## src/source/soc_map_consts.svh

```systemverilog
// --------------------
// SoC map constants
// --------------------

`ifndef SOC_MAP_CONSTS_SVH
`define SOC_MAP_CONSTS_SVH

// Bus widths
`define SOC_ADDR_W 32
`define SOC_DATA_W 64

// APB side of the bridge
`define APB_ADDR_W 32
`define APB_DATA_W 32

// Request buffer depth, also the initial credit count
`define FABRIC_DEPTH 4

// --------------------
// Memory map windows
`define ROM_BASE  32'h0001_0000
`define ROM_LEN   32'h0001_0000

`define APB_BASE  32'h6000_0000
`define APB_LEN   32'h1000_0000

`define DRAM_BASE 32'h8000_0000
`define DRAM_LEN  32'h2000_0000

`endif

```

## src/source/map_pkg.sv

```systemverilog
// --------------------
// Memory map types
// --------------------

`include "soc_map_consts.svh"

package map_pkg;

   // Decoded destination of a request
   typedef enum logic [1:0] {
      TGT_ROM  = 2'd0,
      TGT_APB  = 2'd1,
      TGT_DRAM = 2'd2,
      TGT_NONE = 2'd3
   } target_t;

   // Address relative to the base of its window
   typedef logic [`SOC_ADDR_W-1:0] offset_t;

endpackage

```

## src/source/bus_pkg.sv

```systemverilog
// --------------------
// Transaction types
// --------------------

`include "soc_map_consts.svh"

package bus_pkg;

   typedef logic [`SOC_ADDR_W-1:0] addr_t;
   typedef logic [`SOC_DATA_W-1:0] data_t;

   // Master side request, 97 bits
   typedef struct packed {
      logic  write;
      addr_t addr;
      data_t data;
   } bus_req_t;

   // Response to the master, 65 bits
   typedef struct packed {
      data_t data;
      logic  err;
   } bus_rsp_t;

   // Memory port request with window offset, 97 bits
   typedef struct packed {
      logic             write;
      map_pkg::offset_t offset;
      data_t            data;
   } mem_req_t;

   // One APB transfer, 65 bits
   typedef struct packed {
      logic                   write;
      logic [`APB_ADDR_W-1:0] addr;
      logic [`APB_DATA_W-1:0] wdata;
   } apb_cmd_t;

endpackage

```

## src/source/addr_decoder.sv

```systemverilog
// --------------------
// Address decoder
// --------------------

`include "soc_map_consts.svh"

module addr_decoder (
   input  bus_pkg::addr_t   addr_i,
   output map_pkg::target_t target_o,
   output map_pkg::offset_t offset_o
);

   map_pkg::offset_t rom_off;
   map_pkg::offset_t apb_off;
   map_pkg::offset_t dram_off;

   // Unsigned offset below length means the address is inside the window
   assign rom_off  = addr_i - `ROM_BASE;
   assign apb_off  = addr_i - `APB_BASE;
   assign dram_off = addr_i - `DRAM_BASE;

   always_comb begin
      target_o = map_pkg::TGT_NONE;
      offset_o = '0;
      if (rom_off < `ROM_LEN) begin
         target_o = map_pkg::TGT_ROM;
         offset_o = rom_off;
      end else if (apb_off < `APB_LEN) begin
         target_o = map_pkg::TGT_APB;
         offset_o = apb_off;
      end else if (dram_off < `DRAM_LEN) begin
         target_o = map_pkg::TGT_DRAM;
         offset_o = dram_off;
      end
   end

endmodule

```

## src/source/req_fifo.sv

```systemverilog
// --------------------
// Request buffer
// --------------------

`include "soc_map_consts.svh"

module req_fifo (
   input  logic              clk,
   input  logic              rst_n_i,
   input  logic              push_i,
   input  bus_pkg::bus_req_t push_data_i,
   input  logic              pop_i,
   output bus_pkg::bus_req_t head_o,
   output logic              empty_o
);

   localparam int DEPTH = `FABRIC_DEPTH;
   localparam int PTR_W = $clog2(DEPTH);
   localparam int CNT_W = $clog2(DEPTH + 1);

   bus_pkg::bus_req_t mem_q [DEPTH];

   logic [PTR_W-1:0] wr_ptr_q;
   logic [PTR_W-1:0] rd_ptr_q;
   logic [CNT_W-1:0] count_q;

   // Storage
   always_ff @(posedge clk) begin
      if (push_i) begin
         mem_q[wr_ptr_q] <= push_data_i;
      end
   end

   // Pointers and fill level
   always_ff @(posedge clk or negedge rst_n_i) begin
      if (!rst_n_i) begin
         wr_ptr_q <= '0;
         rd_ptr_q <= '0;
         count_q  <= '0;
      end else begin
         if (push_i) begin
            wr_ptr_q <= (wr_ptr_q == PTR_W'(DEPTH - 1)) ? '0 : wr_ptr_q + 1'b1;
         end
         if (pop_i) begin
            rd_ptr_q <= (rd_ptr_q == PTR_W'(DEPTH - 1)) ? '0 : rd_ptr_q + 1'b1;
         end
         case ({push_i, pop_i})
            2'b10:   count_q <= count_q + 1'b1;
            2'b01:   count_q <= count_q - 1'b1;
            default: count_q <= count_q;
         endcase
      end
   end

   assign head_o  = mem_q[rd_ptr_q];
   assign empty_o = (count_q == '0);

endmodule

```

## src/source/apb_bridge.sv

```systemverilog
// --------------------
// APB bridge
// --------------------

`include "soc_map_consts.svh"

module apb_bridge (
   input  logic                   clk,
   input  logic                   rst_n_i,
   input  logic                   start_i,
   input  bus_pkg::apb_cmd_t      cmd_i,
   output logic                   done_o,
   output logic [`APB_DATA_W-1:0] rdata_o,
   output logic                   err_o,
   output logic                   psel_o,
   output logic                   penable_o,
   output logic                   pwrite_o,
   output logic [`APB_ADDR_W-1:0] paddr_o,
   output logic [`APB_DATA_W-1:0] pwdata_o,
   input  logic [`APB_DATA_W-1:0] prdata_i,
   input  logic                   pready_i,
   input  logic                   pslverr_i
);

   typedef enum logic [1:0] {
      IDLE,
      SETUP,
      ACCESS
   } state_t;

   state_t            state_q;
   bus_pkg::apb_cmd_t cmd_q;

   always_ff @(posedge clk or negedge rst_n_i) begin
      if (!rst_n_i) begin
         state_q <= IDLE;
      end else begin
         case (state_q)
            IDLE: begin
               if (start_i) begin
                  state_q <= SETUP;
               end
            end
            SETUP: begin
               state_q <= ACCESS;
            end
            ACCESS: begin
               // Wait states until the slave is ready
               if (pready_i) begin
                  state_q <= IDLE;
               end
            end
            default: state_q <= IDLE;
         endcase
      end
   end

   // Command held for the whole transfer
   always_ff @(posedge clk) begin
      if (start_i && (state_q == IDLE)) begin
         cmd_q <= cmd_i;
      end
   end

   assign psel_o    = (state_q != IDLE);
   assign penable_o = (state_q == ACCESS);
   assign pwrite_o  = cmd_q.write;
   assign paddr_o   = cmd_q.addr;
   assign pwdata_o  = cmd_q.wdata;

   // Completion in the pready cycle, sampled by the controller
   assign done_o  = (state_q == ACCESS) && pready_i;
   assign rdata_o = prdata_i;
   assign err_o   = pslverr_i;

endmodule

```

## src/source/fabric_ctrl.sv

```systemverilog
// --------------------
// Fabric controller
// --------------------

`include "soc_map_consts.svh"

module fabric_ctrl (
   input  logic                   clk,
   input  logic                   rst_n_i,
   input  logic                   empty_i,
   input  bus_pkg::bus_req_t      head_i,
   input  map_pkg::target_t       target_i,
   input  map_pkg::offset_t       offset_i,
   output logic                   pop_o,
   output logic                   credit_o,
   output logic                   rom_req_valid_o,
   output bus_pkg::mem_req_t      rom_req_o,
   input  logic                   rom_rsp_valid_i,
   input  bus_pkg::data_t         rom_rsp_data_i,
   output logic                   dram_req_valid_o,
   output bus_pkg::mem_req_t      dram_req_o,
   input  logic                   dram_rsp_valid_i,
   input  bus_pkg::data_t         dram_rsp_data_i,
   output logic                   apb_start_o,
   output bus_pkg::apb_cmd_t      apb_cmd_o,
   input  logic                   apb_done_i,
   input  logic [`APB_DATA_W-1:0] apb_rdata_i,
   input  logic                   apb_err_i,
   output logic                   rsp_valid_o,
   output bus_pkg::bus_rsp_t      rsp_o
);

   typedef enum logic [2:0] {
      IDLE,
      MEM_WAIT,
      APB_WAIT,
      ERR_RSP,
      RESPOND
   } state_t;

   state_t            state_q;
   state_t            state_d;
   map_pkg::target_t  tgt_q;
   bus_pkg::mem_req_t req_q;
   bus_pkg::bus_rsp_t rsp_q;
   logic              mem_done;
   bus_pkg::data_t    mem_rdata;

   // --------------------
   // Dispatch
   assign pop_o       = (state_q == IDLE) && !empty_i;
   assign credit_o    = pop_o;
   assign apb_start_o = pop_o && (target_i == map_pkg::TGT_APB);
   assign apb_cmd_o   = '{write: head_i.write,
                          addr:  offset_i[`APB_ADDR_W-1:0],
                          wdata: head_i.data[`APB_DATA_W-1:0]};

   assign mem_done  = (tgt_q == map_pkg::TGT_ROM) ? rom_rsp_valid_i : dram_rsp_valid_i;
   assign mem_rdata = (tgt_q == map_pkg::TGT_ROM) ? rom_rsp_data_i : dram_rsp_data_i;

   always_comb begin
      state_d = state_q;
      case (state_q)
         IDLE: begin
            if (!empty_i) begin
               case (target_i)
                  map_pkg::TGT_ROM,
                  map_pkg::TGT_DRAM: state_d = MEM_WAIT;
                  map_pkg::TGT_APB:  state_d = APB_WAIT;
                  default:           state_d = ERR_RSP;
               endcase
            end
         end
         MEM_WAIT: if (mem_done) state_d = RESPOND;
         APB_WAIT: if (apb_done_i) state_d = RESPOND;
         ERR_RSP:  state_d = RESPOND;
         default:  state_d = IDLE;
      endcase
   end

   always_ff @(posedge clk or negedge rst_n_i) begin
      if (!rst_n_i) begin
         state_q <= IDLE;
         tgt_q   <= map_pkg::TGT_NONE;
      end else begin
         state_q <= state_d;
         if (pop_o) begin
            tgt_q <= target_i;
         end
      end
   end

   // Request and response payload
   always_ff @(posedge clk) begin
      if (pop_o) begin
         req_q <= '{write: head_i.write, offset: offset_i, data: head_i.data};
      end
      if ((state_q == MEM_WAIT) && mem_done) begin
         rsp_q <= '{data: mem_rdata, err: 1'b0};
      end else if ((state_q == APB_WAIT) && apb_done_i) begin
         rsp_q <= '{data: {{(`SOC_DATA_W - `APB_DATA_W){1'b0}}, apb_rdata_i}, err: apb_err_i};
      end else if (state_q == ERR_RSP) begin
         rsp_q <= '{data: '0, err: 1'b1};
      end
   end

   // --------------------
   // Target and master outputs
   assign rom_req_valid_o  = (state_q == MEM_WAIT) && (tgt_q == map_pkg::TGT_ROM);
   assign dram_req_valid_o = (state_q == MEM_WAIT) && (tgt_q == map_pkg::TGT_DRAM);
   assign rom_req_o        = req_q;
   assign dram_req_o       = req_q;

   assign rsp_valid_o = (state_q == RESPOND);
   assign rsp_o       = rsp_q;

endmodule

```

## src/source/soc_fabric.sv

```systemverilog
// --------------------
// SoC fabric top
// --------------------

`include "soc_map_consts.svh"

module soc_fabric (
   input  logic                   clk,
   input  logic                   rst_n_i,
   // Master
   input  logic                   req_valid_i,
   input  bus_pkg::bus_req_t      req_i,
   output logic                   credit_o,
   output logic                   rsp_valid_o,
   output bus_pkg::bus_rsp_t      rsp_o,
   // ROM
   output logic                   rom_req_valid_o,
   output bus_pkg::mem_req_t      rom_req_o,
   input  logic                   rom_rsp_valid_i,
   input  bus_pkg::data_t         rom_rsp_data_i,
   // DRAM
   output logic                   dram_req_valid_o,
   output bus_pkg::mem_req_t      dram_req_o,
   input  logic                   dram_rsp_valid_i,
   input  bus_pkg::data_t         dram_rsp_data_i,
   // APB
   output logic                   psel_o,
   output logic                   penable_o,
   output logic                   pwrite_o,
   output logic [`APB_ADDR_W-1:0] paddr_o,
   output logic [`APB_DATA_W-1:0] pwdata_o,
   input  logic [`APB_DATA_W-1:0] prdata_i,
   input  logic                   pready_i,
   input  logic                   pslverr_i
);

   bus_pkg::bus_req_t      fifo_head;
   logic                   fifo_empty;
   logic                   fifo_pop;
   map_pkg::target_t       head_target;
   map_pkg::offset_t       head_offset;
   logic                   apb_start;
   bus_pkg::apb_cmd_t      apb_cmd;
   logic                   apb_done;
   logic [`APB_DATA_W-1:0] apb_rdata;
   logic                   apb_err;

   req_fifo i_req_fifo (
      .clk         (clk),
      .rst_n_i     (rst_n_i),
      .push_i      (req_valid_i),
      .push_data_i (req_i),
      .pop_i       (fifo_pop),
      .head_o      (fifo_head),
      .empty_o     (fifo_empty)
   );

   // Decode the request at the head of the buffer
   addr_decoder i_addr_decoder (
      .addr_i   (fifo_head.addr),
      .target_o (head_target),
      .offset_o (head_offset)
   );

   fabric_ctrl i_fabric_ctrl (
      .clk              (clk),
      .rst_n_i          (rst_n_i),
      .empty_i          (fifo_empty),
      .head_i           (fifo_head),
      .target_i         (head_target),
      .offset_i         (head_offset),
      .pop_o            (fifo_pop),
      .credit_o         (credit_o),
      .rom_req_valid_o  (rom_req_valid_o),
      .rom_req_o        (rom_req_o),
      .rom_rsp_valid_i  (rom_rsp_valid_i),
      .rom_rsp_data_i   (rom_rsp_data_i),
      .dram_req_valid_o (dram_req_valid_o),
      .dram_req_o       (dram_req_o),
      .dram_rsp_valid_i (dram_rsp_valid_i),
      .dram_rsp_data_i  (dram_rsp_data_i),
      .apb_start_o      (apb_start),
      .apb_cmd_o        (apb_cmd),
      .apb_done_i       (apb_done),
      .apb_rdata_i      (apb_rdata),
      .apb_err_i        (apb_err),
      .rsp_valid_o      (rsp_valid_o),
      .rsp_o            (rsp_o)
   );

   apb_bridge i_apb_bridge (
      .clk       (clk),
      .rst_n_i   (rst_n_i),
      .start_i   (apb_start),
      .cmd_i     (apb_cmd),
      .done_o    (apb_done),
      .rdata_o   (apb_rdata),
      .err_o     (apb_err),
      .psel_o    (psel_o),
      .penable_o (penable_o),
      .pwrite_o  (pwrite_o),
      .paddr_o   (paddr_o),
      .pwdata_o  (pwdata_o),
      .prdata_i  (prdata_i),
      .pready_i  (pready_i),
      .pslverr_i (pslverr_i)
   );

endmodule

```

## config.mk

```make
export PLATFORM = sky130hd
export DESIGN_NAME = soc_fabric
export DESIGN_NICKNAME = d
export VERILOG_FILES = /design/src/source/map_pkg.sv /design/src/source/bus_pkg.sv /design/src/source/addr_decoder.sv /design/src/source/req_fifo.sv /design/src/source/apb_bridge.sv /design/src/source/fabric_ctrl.sv /design/src/source/soc_fabric.sv
export VERILOG_INCLUDE_DIRS = /design/src /design/src/source
export SDC_FILE = /design/constraint.sdc
export NUM_CORES = 1
export LEC_CHECK = 0
export BUFFER_PORTS_ARGS = -buffer_cell sky130_fd_sc_hd__buf_2
export CAP_MARGIN = 20
export CORE_AREA = 3 3 231 233
export CTS_CLUSTER_SIZE = 20
export DETAILED_ROUTE_END_ITERATION = 16
export DIE_AREA = 0 0 234 236
export PLACE_DENSITY = 0.69
export SLEW_MARGIN = 20
export SYNTH_ARGS = -nofsm -noshare
export SYNTH_HDL_FRONTEND = slang
export SYNTH_SLANG_ARGS = --single-unit
export TNS_END_PERCENT = 50
```

## constraint.sdc

```tcl
create_clock -name clk -period 11.5 [get_ports clk]
set_input_delay 0.575 -clock clk [delete_from_list [all_inputs] [get_ports clk]]
set_output_delay 0.575 -clock clk [all_outputs]
set_load 0.02 [all_outputs]
```

==> results.md, run 1 <==
- Design area: a little under 0.03 mm²
- Initial Util: ~47%
- Main synth FF type: edfxtp_1
- Syn Inst Count: about 1,200
- Total CTS buffers: 66
- Vias/cell: around 5.2
- Die W: around 230 µm
- Synth Register Bits: around 630
- Post-Place Setup Slack: 6620 ps
- Final setup margin: 6600 ps
- Synth cell types: 51
- Via count: approximately 13,000
- I/O pin cnt: ~590
- NetSw: roughly 2.8 mW
- Final Slew Violations: 0
- CTS max path bufs: 3
- DRT Wirelength: 60.4 mm
- Worst-Margin Slew: around 1000 ps
- Sequential Power Share: a little over two fifths
- Antenna violations before repair: 23
- Status: completed
- Area grow syn2layout: 21.9%
- ANT nets after route: 0
- Clock Latency Late Sink: 600 ps
- Pint: around 5.4 mW
- Launch point of the worst path: i_req_fifo.rd_ptr_q[1]
- Vias in the first global route: roughly 13,000
- Final global-route overflow total: 0
- Pleak: approximately 11 nW
- Port-buffer cells: about 600
- Critical Path Start Type: flip-flop
- Routability cong.: 0.864
- Clock power frac: 25.7%
- CTS tree: done
- Crit share post-route: between 40% and 50%
- Footprint of the multi-input gates: approximately 0.0043 mm²
- Initial DRC count: a little over 800
- Critical path type: reg2reg
- Unrepaired setup endpoints after global routing: false
- Setup Buffers After CTS: 0
- Minimum clock period: 4900 ps
- Total Routing Usage GR: 21.6%
- Clk_skew: 25.5 ps
- Clock transition at the registers of the reported paths: 60 ps
- Hold Path Class: in2reg
- Synth Area per Inst: between 15 and 20 µm²
- Origin of the critical flop-to-flop path: i_req_fifo.rd_ptr_q[1]
- Placed cell area: 0.0271 mm²
- Core area: slightly above 0.05 mm²
- Core Rows: between 80 and 90
- Hold-fix buffers, CTS: 1
- F_max: between 0.2 and 0.25 GHz
- Number of fill cells: roughly 3,900
- Final setup vio count: 0
- Largest net degree at the start of global routing: 66
- Sequential area share after synthesis: between 70% and 80%
- Clk root buf: clkbuf_16
- Max FO, Critical Path: 65
- Hold Startpoint: req_i[24]
- # resized after CTS: 0
- Clock sinks: around 630
- Critical Path End Type: flip-flop
- Maximum vdd drop: between 0.2 and 0.25 mV
- Mapped cell area: approximately 0.024 mm²
- Sequential cell area: 0.0188 mm²
- Maxcap violations: 0
- Die Y-Extent: around 240 µm
- Logic pwr share: between 30% and 40%
- Final hold vios: 0
- Die ar.: 0.0552 mm²
- First-pass GRT wire length: 86.7 mm
- Post-DP HPWL: just over 40 mm
- Setup TNS: 0 ps
- Share of cells above drive strength 1: between 40 and 50%
- Crit path DAT: just over 5000 ps
- CP required: approximately 12,000 ps
- EDFF count, synth: between 600 and 700
- Pre-antenna DRT Iters: 4
- Total number of H-tree levels: 3
- Per-cell routed wire length: between 20 and 25 µm
- Ys async rst share: around 2.2%
- Rel. slew slack: a little under a third
- Sw Ratio: about a third
- Fin nets: slightly above 2,000
- Power Dens Cells: between 200 and 300 mW/mm²
- Yosys Warn Count: 0
- DRC: 0
## worst max-delay path, cell delays in order (launching register included)
cell     delay (ps)
dfrtp_4         830
buf_4           780
mux4_2          480
inv_1           140
ha_1            240
nor4_1          620
inv_1           190
nor4_2          190
buf_4           710
## routing by layer
layer | global-route usage (%) | vias to the layer above | share of wire (%)
met5 | 0 | - | 0.19
met4 | 7.68 | 20 | 2.8
met3 | 5.58 | 108 | 7.7
met2 | 36.0 | 539 | 51
met1 | 27.3 | 6658 | 39
li1 | - | 5794 | -
## power by group through the flow
stage	sequential (mW)	clock, mW	combinational [mW]
after floorplan	3.87	0	1.59
after global placement	3.57	0	2.60
after detailed placement	3.58	0	2.62
after CTS	3.55	2.16	2.63
after global routing	3.60	2.26	2.76
final	3.54	2.11	2.58
## synth_stat cells (10+ instances only)
master / n / area [µm²]
nor2_1: 11 / 41.3
buf_1: 10 / 37.5
dfrtp_1: 12 / 300
nand2_1: 102 / 383
mux2i_1: 37 / 370
buf_4: 97 / 728
inv_1: 19 / 71.3
a21oi_1: 35 / 175
o21ai_0: 36 / 180
mux4_2: 98 / 2210
nor2b_1: 17 / 106
clkbuf_1: 32 / 120
edfxtp_1: 614 / 18400
ha_1: 10 / 125
## sequential cells by signal (all words and copies together), names as in the netlist
signal	flops
i_apb_bridge.paddr_o	32
i_apb_bridge.pwdata_o	32
i_apb_bridge.pwrite_o	1
i_apb_bridge.state_q	2
i_fabric_ctrl.dram_req_o	97
i_fabric_ctrl.rsp_o	65
i_fabric_ctrl.state_q	3
i_fabric_ctrl.tgt_q	2
i_req_fifo.count_q	3
i_req_fifo.mem_q	388
i_req_fifo.rd_ptr_q	2
i_req_fifo.wr_ptr_q	2
## cells by family after synthesis
logic type               count (synthesis)  share of synthesized area [%]
flip-flops                             629                           78.1
XOR/XNOR                                 5                          0.182
multiplexers                           136                           10.7
buffers and inverters                  162                           4.15
adder cells (fa/ha/maj)                 11                          0.603
AO/OA/AOI/OAI                           91                           2.18
AND/OR/NAND/NOR                        188                           4.03
other                                    1                         0.0156
## final cells by class
class	count	area share, %
well taps	680	2.90
multi-input cells	437	14.7
diodes	14	0.119
flip-flops and latches	629	64.1
repair buffers	608	10.5
clock inverters	36	1.55
clock buffers	81	5.89
inverters	19	0.251
## through the flow
step	utilization (%)	hold slack (ps)	instances	power, mW
2_1_floorplan	-	279	1228	5.46
3_3_place_gp	52.8	461	2372	6.16
3_5_place_dp	52.8	465	2372	6.20
4_1_cts	57.1	147	2490	8.34
5_1_grt	57.1	160	2496	8.62
6_report	57.1	187	2504	8.23
## placed cells by master (no fill, tap or decap), drive strengths merged, types with 8 or more instances in the layout
cell	Yosys	routed
buf	111	607
a21oi	35	35
inv	19	19
edfxtp	614	614
clkinv	0	26
mux4	98	98
nand2	102	102
nor2	12	12
o21ai	36	36
diode	0	14
or2	8	8
mux2i	37	37
dfrtp	12	12
ha	10	10
nor2b	26	26
clkbuf	32	81
## final timing paths
path                       slack, ps  cells past startpoint                        to
min in group asynchronous        480                      2  i_fabric_ctrl.state_q[1]
max                             6600                      8  i_apb_bridge.pwdata_o[6]
min                              190                      1   i_req_fifo.mem_q[2][24]
max reg2reg                     6600                      8  i_apb_bridge.pwdata_o[6]
max in group asynchronous      10720                      2    i_fabric_ctrl.tgt_q[1]
min reg2reg                      470                      1     i_req_fifo.count_q[2]
No activity file was read; power rests on OpenSTA's default activity.
==> run 2, diff against run 1 <==
--- a/config.mk
+++ b/config.mk
@@ -8,11 +8,11 @@
 export LEC_CHECK = 0
 export BUFFER_PORTS_ARGS = -buffer_cell sky130_fd_sc_hd__buf_2
 export CAP_MARGIN = 20
-export CORE_AREA = 3 3 231 233
+export CORE_MARGIN = 3
+export CORE_UTILIZATION = 48
 export CTS_CLUSTER_SIZE = 20
 export DETAILED_ROUTE_END_ITERATION = 16
-export DIE_AREA = 0 0 234 236
-export PLACE_DENSITY = 0.69
+export PLACE_DENSITY = 0.74
 export SLEW_MARGIN = 20
 export SYNTH_ARGS = -nofsm -noshare
 export SYNTH_HDL_FRONTEND = slang
==> constraint.sdc (replaced) <==
create_clock -name clk -period 4.1 [get_ports clk]
set_input_delay 0.205 -clock clk [delete_from_list [all_inputs] [get_ports clk]]
set_output_delay 0.205 -clock clk [all_outputs]
set_load 0.02 [all_outputs]
==> results.md, run 2 (same netlist as run 1, synthesis figures left out) <==
- Sequential cell area: around 0.019 mm²
- Pleak: ~12 nW
- Sw Ratio: 34.7%
- Clk_skew: between 40 and 50 ps
- Largest net degree at the start of global routing: 103
- Worst Hold Path Cells: 3
- CP required: 4570 ps
- Unrepaired setup endpoints after global routing: false
- Rel. slew slack: 27.0%
- Critical path type: reg2reg
- Total number of H-tree levels: 2
- Clock power frac: 23.9%
- Origin of the critical flop-to-flop path: i_req_fifo.rd_ptr_q[0]
- Minimum clock period: between 3000 and 4000 ps
- Max FO, Critical Path: 16
- Hold Startpoint: dram_rsp_data_i[60]
- WHS: between 40 and 50 ps
- CTS tree: done
- Die W: about 230 µm
- Die Y-Extent: approximately 230 µm
- Commonest cells after routing, fill and taps aside: edfxtp_1, buf_2, dlygate4sd3_1
- Share of cells above drive strength 1: roughly 42%
- Critical Path Start Type: flip-flop
- Crit share post-route: around 86%
- Total Routing Usage GR: a little under a quarter
- F_max: 0.283 GHz
- Path depth of the worst reg2reg path: 9
- Fin nets: 2,216
- Core Rows: 81
- Vias in the first global route: around 15,000
- Clock sinks: 629
- Status: completed
- Final global-route overflow total: 0
- Pint: 15.1 mW
- Critical Path End Type: flip-flop
- Final hold vios: 0
- Hold Path Class: in2reg
- Finished Layout Cells: ~2,700
- Maxcap violations: 0
- Clock transition at the registers of the reported paths: 60 ps
- RR Endpoint: i_apb_bridge.paddr_o[0]
- Max reg flops: a little under 400
- Clk root buf: clkbuf_16
- NetSw: 8.03 mW
- Hold EP: i_fabric_ctrl.rsp_o[61]
- Area grow syn2layout: 29.3%
- Initial DRC count: slightly below 1,000
- Final Slew Violations: 0
- Antenna violations before repair: 15
- First-pass GRT wire length: 93.3 mm
- Footprint of the multi-input gates: roughly 0.0044 mm²
- Power Dens Cells: approximately 740 mW/mm²
- DRT Wirelength: ~64 mm
- Core area: roughly 0.049 mm²
- Worst-Margin Slew: between 1000 and 1500 ps
- Pwr Total: between 20 and 25 mW
- Die ar.: between 0.05 and 0.06 mm²
- Initial Util: between 40 and 50%
- Biggest register: i_req_fifo.mem_q
- Port-buffer cells: roughly 590
- Total CTS buffers: between 60 and 70
- Sequential Power Share: 42.7%
- Pre-antenna DRT Iters: 5
- DRC: 0
- Crit-path cells: mux4_2 -> inv_1 -> ha_1 -> inv_1 -> or4_1 -> o311ai_0 -> nand4_1 -> o21a_4 -> nor2b_1
- Final setup vio count: 0
- CP max stage delay: approximately 620 ps
- Logic pwr share: between 30 and 40%
- Cell Count Post-Placement: about 2,400
- CP max-delay cell: mux4_2
- Post-DP HPWL: around 41 mm
- Vias/cell: around 5.3
- Number of fill cells: around 3,400
- CTS max path bufs: 3
- CP most frequent cell: inv_1
- Routability cong.: ~0.9
- Most common cell after layout, fill and taps aside: edfxtp_1
- Clock Latency Late Sink: ~630 ps
- Crit path DAT: around 4000 ps
- ANT nets after route: 0
- Via count: approximately 14,000
- R2R setup slack: about 560 ps
- Setup TNS: 0 ps
- Maximum vdd drop: about 0.6 mV
- I/O pin cnt: a little under 600
- Per-cell routed wire length: around 24 µm
- # resized after CTS: 0
[run 2: cell types whose count changed in the layout (fill, tap and decap cells not counted), moves of 2 or more]
cell and delta:
dlygate4sd3_1 +182, buf_12 +7, clkbuf_16 -6, clkinv_1 +6, buf_4 -5, clkinv_8 -4, clkbuf_8 +3, inv_1 -3
clkbuf_1 -2, clkinv_2 +2, ha_1 -2, inv_2 +2, nor4_4 +2
[run 2: worst max-delay path by stage]
stage                      startpoint  slack, ps                       end  cells past startpoint
2_1_floorplan  i_req_fifo.rd_ptr_q[0]       -370   i_apb_bridge.paddr_o[0]                      8
6_report       i_req_fifo.rd_ptr_q[0]        560   i_apb_bridge.paddr_o[0]                      9
4_1_cts        i_req_fifo.rd_ptr_q[0]        530  i_apb_bridge.paddr_o[16]                      9
3_5_place_dp   i_req_fifo.rd_ptr_q[0]        550   i_apb_bridge.paddr_o[0]                      9
3_3_place_gp   i_req_fifo.rd_ptr_q[0]        570   i_apb_bridge.paddr_o[1]                      9
5_1_grt        i_req_fifo.rd_ptr_q[0]        320   i_apb_bridge.paddr_o[0]                      9
[run 2: area by class of cell]
cell class                      count  area share, %
Sequential cell                   629           60.4
Multi-Input combinational cell    437           14.0
Tap cell                          664           2.67
Inverter                           19          0.245
Timing Repair Buffer              793           16.1
Clock inverter                     38           1.27
Antenna cell                       13          0.104
Clock buffer                       76           5.18
[run 2: power by group through the flow]
stage / Combinational, mW / Clock, mW / Sequential (mW)
2_1_floorplan: 4.52 / 0 / 10.8
3_3_place_gp: 7.53 / 0 / 9.90
3_5_place_dp: 7.58 / 0 / 9.96
4_1_cts: 7.82 / 5.65 / 9.88
5_1_grt: 8.22 / 5.89 / 10.0
6_report: 7.72 / 5.52 / 9.88
[run 2: timing repair]
item                      4_1_cts  5_1_grt
buffers inserted                0        0
hold endpoints to repair      456        0
hold buffers                  183        0
[run 2: routing by layer]
| layer | routed length [µm] | vias to the layer above | GRT usage [%] | share of wire, % |
|---|---|---|---|---|
| met5 | 23 | - | 0 | 0.036 |
| met4 | 2550 | 4 | 8.34 | 4.0 |
| met3 | 4350 | 134 | 5.02 | 6.9 |
| met2 | 32500 | 662 | 41.0 | 51 |
| met1 | 24100 | 7168 | 29.8 | 38 |
| li1 | - | 6146 | - | - |
[run 2: through the flow]
step           utilization, %  setup WS [ps]  cell area, µm²
4_1_cts                  63.2            530           31100
3_5_place_dp             55.4            552           27300
2_1_floorplan               -           -367           24200
6_report                 63.2            563           31100
3_3_place_gp             55.4            567           27300
5_1_grt                  63.2            316           31100
[run 2: worst max-delay path, delay by kind of cell, from the launching register on]
| kind | cells | cell delay, ps |
|---|---|---|
| compound gates | 2 | 720 |
| buf+inv | 2 | 210 |
| fa+ha+maj | 1 | 210 |
| mux | 1 | 620 |
| flops | 1 | 580 |
| simple gates | 3 | 1010 |
==> run 3, diff against run 2 <==
--- a/config.mk
+++ b/config.mk
@@ -9,10 +9,10 @@
 export BUFFER_PORTS_ARGS = -buffer_cell sky130_fd_sc_hd__buf_2
 export CAP_MARGIN = 20
 export CORE_MARGIN = 3
-export CORE_UTILIZATION = 48
+export CORE_UTILIZATION = 35
 export CTS_CLUSTER_SIZE = 20
 export DETAILED_ROUTE_END_ITERATION = 16
-export PLACE_DENSITY = 0.74
+export PLACE_DENSITY = 0.56
 export SLEW_MARGIN = 20
 export SYNTH_ARGS = -nofsm -noshare
 export SYNTH_HDL_FRONTEND = slang
==> results.md, run 3 (same netlist as run 1, synthesis figures left out) <==
- Status: completed
- Per-cell routed wire length: around 21 µm
- Cell Count Post-Placement: between 2,000 and 3,000
- Initial Util: about 36%
- I/O pin cnt: about 600
- Clk_skew: between 50 and 60 ps
- DRC: 0
- Setup Buffers After CTS: 0
- Critical Path End Type: flip-flop
- Core Rows: between 90 and 100
- CTS tree: done
- Share of cells above drive strength 1: a little over two fifths
- Antenna violations before repair: 12
- Placed cell area: around 0.028 mm²
- F_max: about 0.28 GHz
- Port-buffer cells: between 500 and 600
- Pwr Total: ~24 mW
- Rel. slew slack: 35.3%
- Die Y-Extent: 268 µm
- Pleak: 12.0 nW
- Design area: around 0.032 mm²
- Pre-antenna DRT Iters: 5
- Final global-route overflow total: 0
- Hold-fix buffers, CTS: 214
- Total Routing Usage GR: roughly 17%
- Clk root buf: clkbuf_16
- Clock Latency Late Sink: between 600 and 700 ps
- Core area: between 0.06 and 0.07 mm²
- CP required: approximately 4600 ps
- Sequential cell area: ~0.019 mm²
- Final hold vios: 0
- Crit path DAT: ~4000 ps
- Die W: 268 µm
- Routability cong.: about 0.83
- Final setup vio count: 0
- Post-DP HPWL: approximately 40 mm
- Fin nets: ~2,300
- Die ar.: slightly above 0.07 mm²
- Area grow syn2layout: 33.2%
- Worst-Margin Slew: 970 ps
- Critical Path Start Type: flip-flop
- Commonest cells after routing, fill and taps aside: edfxtp_1, buf_2, dlygate4sd3_1
- Largest net degree at the start of global routing: 65
- Vias/cell: 4.75
- Initial DRC count: ~900
- CTS max path bufs: 3
- Minimum clock period: 3520 ps
- ANT nets after route: 0
- Finished Layout Cells: between 2,000 and 3,000
- Vias in the first global route: about 15,000
- # resized after CTS: 0
- Clock sinks: 629
- Total CTS buffers: between 70 and 80
- Max FO, Critical Path: 16
- Maxcap violations: 0
- Crit share post-route: around 86%
- Final Slew Violations: 0
- DRT Wirelength: roughly 63 mm
- Power Dens Cells: approximately 740 mW/mm²
- Biggest register: i_req_fifo.mem_q
- Maximum vdd drop: a little under 0.5 mV
- Max reg flops: about 390
- Number of fill cells: slightly below 6,000
- Critical path type: reg2reg
- Most common cell after layout, fill and taps aside: edfxtp_1
- Via count: about 14,000
- Clock transition at the registers of the reported paths: ~50 ps
- Hold Path Class: in2reg
- Setup TNS: 0 ps
- Footprint of the multi-input gates: between 0.004 and 0.005 mm²
- Total number of H-tree levels: 3
- Unrepaired setup endpoints after global routing: false
- First-pass GRT wire length: ~90 mm
==> run 3: report_power, final <==
group	switching (mW)	internal, mW	leakage, nW	total [mW]
clock	2.63	3.69	1.16	6.32
combinational	4.90	2.74	4.98	7.64
sequential	0.703	9.20	5.86	9.90
==> run 3: worst paths after layout <==
kind | cells past startpoint | startpoint | to | slack (ps)
max | 8 | i_req_fifo.rd_ptr_q[0] | i_fabric_ctrl.dram_req_o[66] | 580
min | 3 | dram_rsp_data_i[6] | i_fabric_ctrl.rsp_o[7] | 40
max reg2reg | 8 | i_req_fifo.rd_ptr_q[0] | i_fabric_ctrl.dram_req_o[66] | 580
min reg2reg | 1 | i_req_fifo.count_q[2] | i_req_fifo.count_q[2] | 470
max in group asynchronous | 2 | rst_n_i | i_req_fifo.rd_ptr_q[0] | 3570
min in group asynchronous | 2 | rst_n_i | i_req_fifo.wr_ptr_q[1] | 160
==> run 3: layout make-up <==
type / instances / area share (%)
clock buffers: 82 / 5.76
multi-input cells: 437 / 13.6
clock inverters: 47 / 1.66
diodes: 7 / 0.0546
inverters: 19 / 0.238
flip-flops and latches: 629 / 58.6
repair buffers: 831 / 16.6
well taps: 873 / 3.40
==> run 3: stage by stage <==
step,hold slack (ps),setup WS (ps),util (%)
5_1_grt,21.5,363,47.4
3_3_place_gp,167,563,40.7
3_5_place_dp,175,515,40.7
4_1_cts,2.38,540,47.4
2_1_floorplan,-90.6,-367,-
6_report,38.0,582,47.4
==> run 3: routing by layer <==
metal | part of all wire [%] | global-route usage (%) | wire length, µm
met4 | 2.8 | 6.23 | 1740
met5 | 0.083 | 0 | 52
met3 | 7.0 | 4.07 | 4380
met2 | 51 | 30.0 | 32100
met1 | 39 | 20.0 | 24400
==> run 3: worst max-delay path: stages (launching register included) <==
cell,delay [ps]
dfrtp_4,620
buf_4,220
mux4_2,580
or4_4,570
or3_1,380
o31a_1,300
a21o_1,190
o21a_4,330
nor2b_1,200
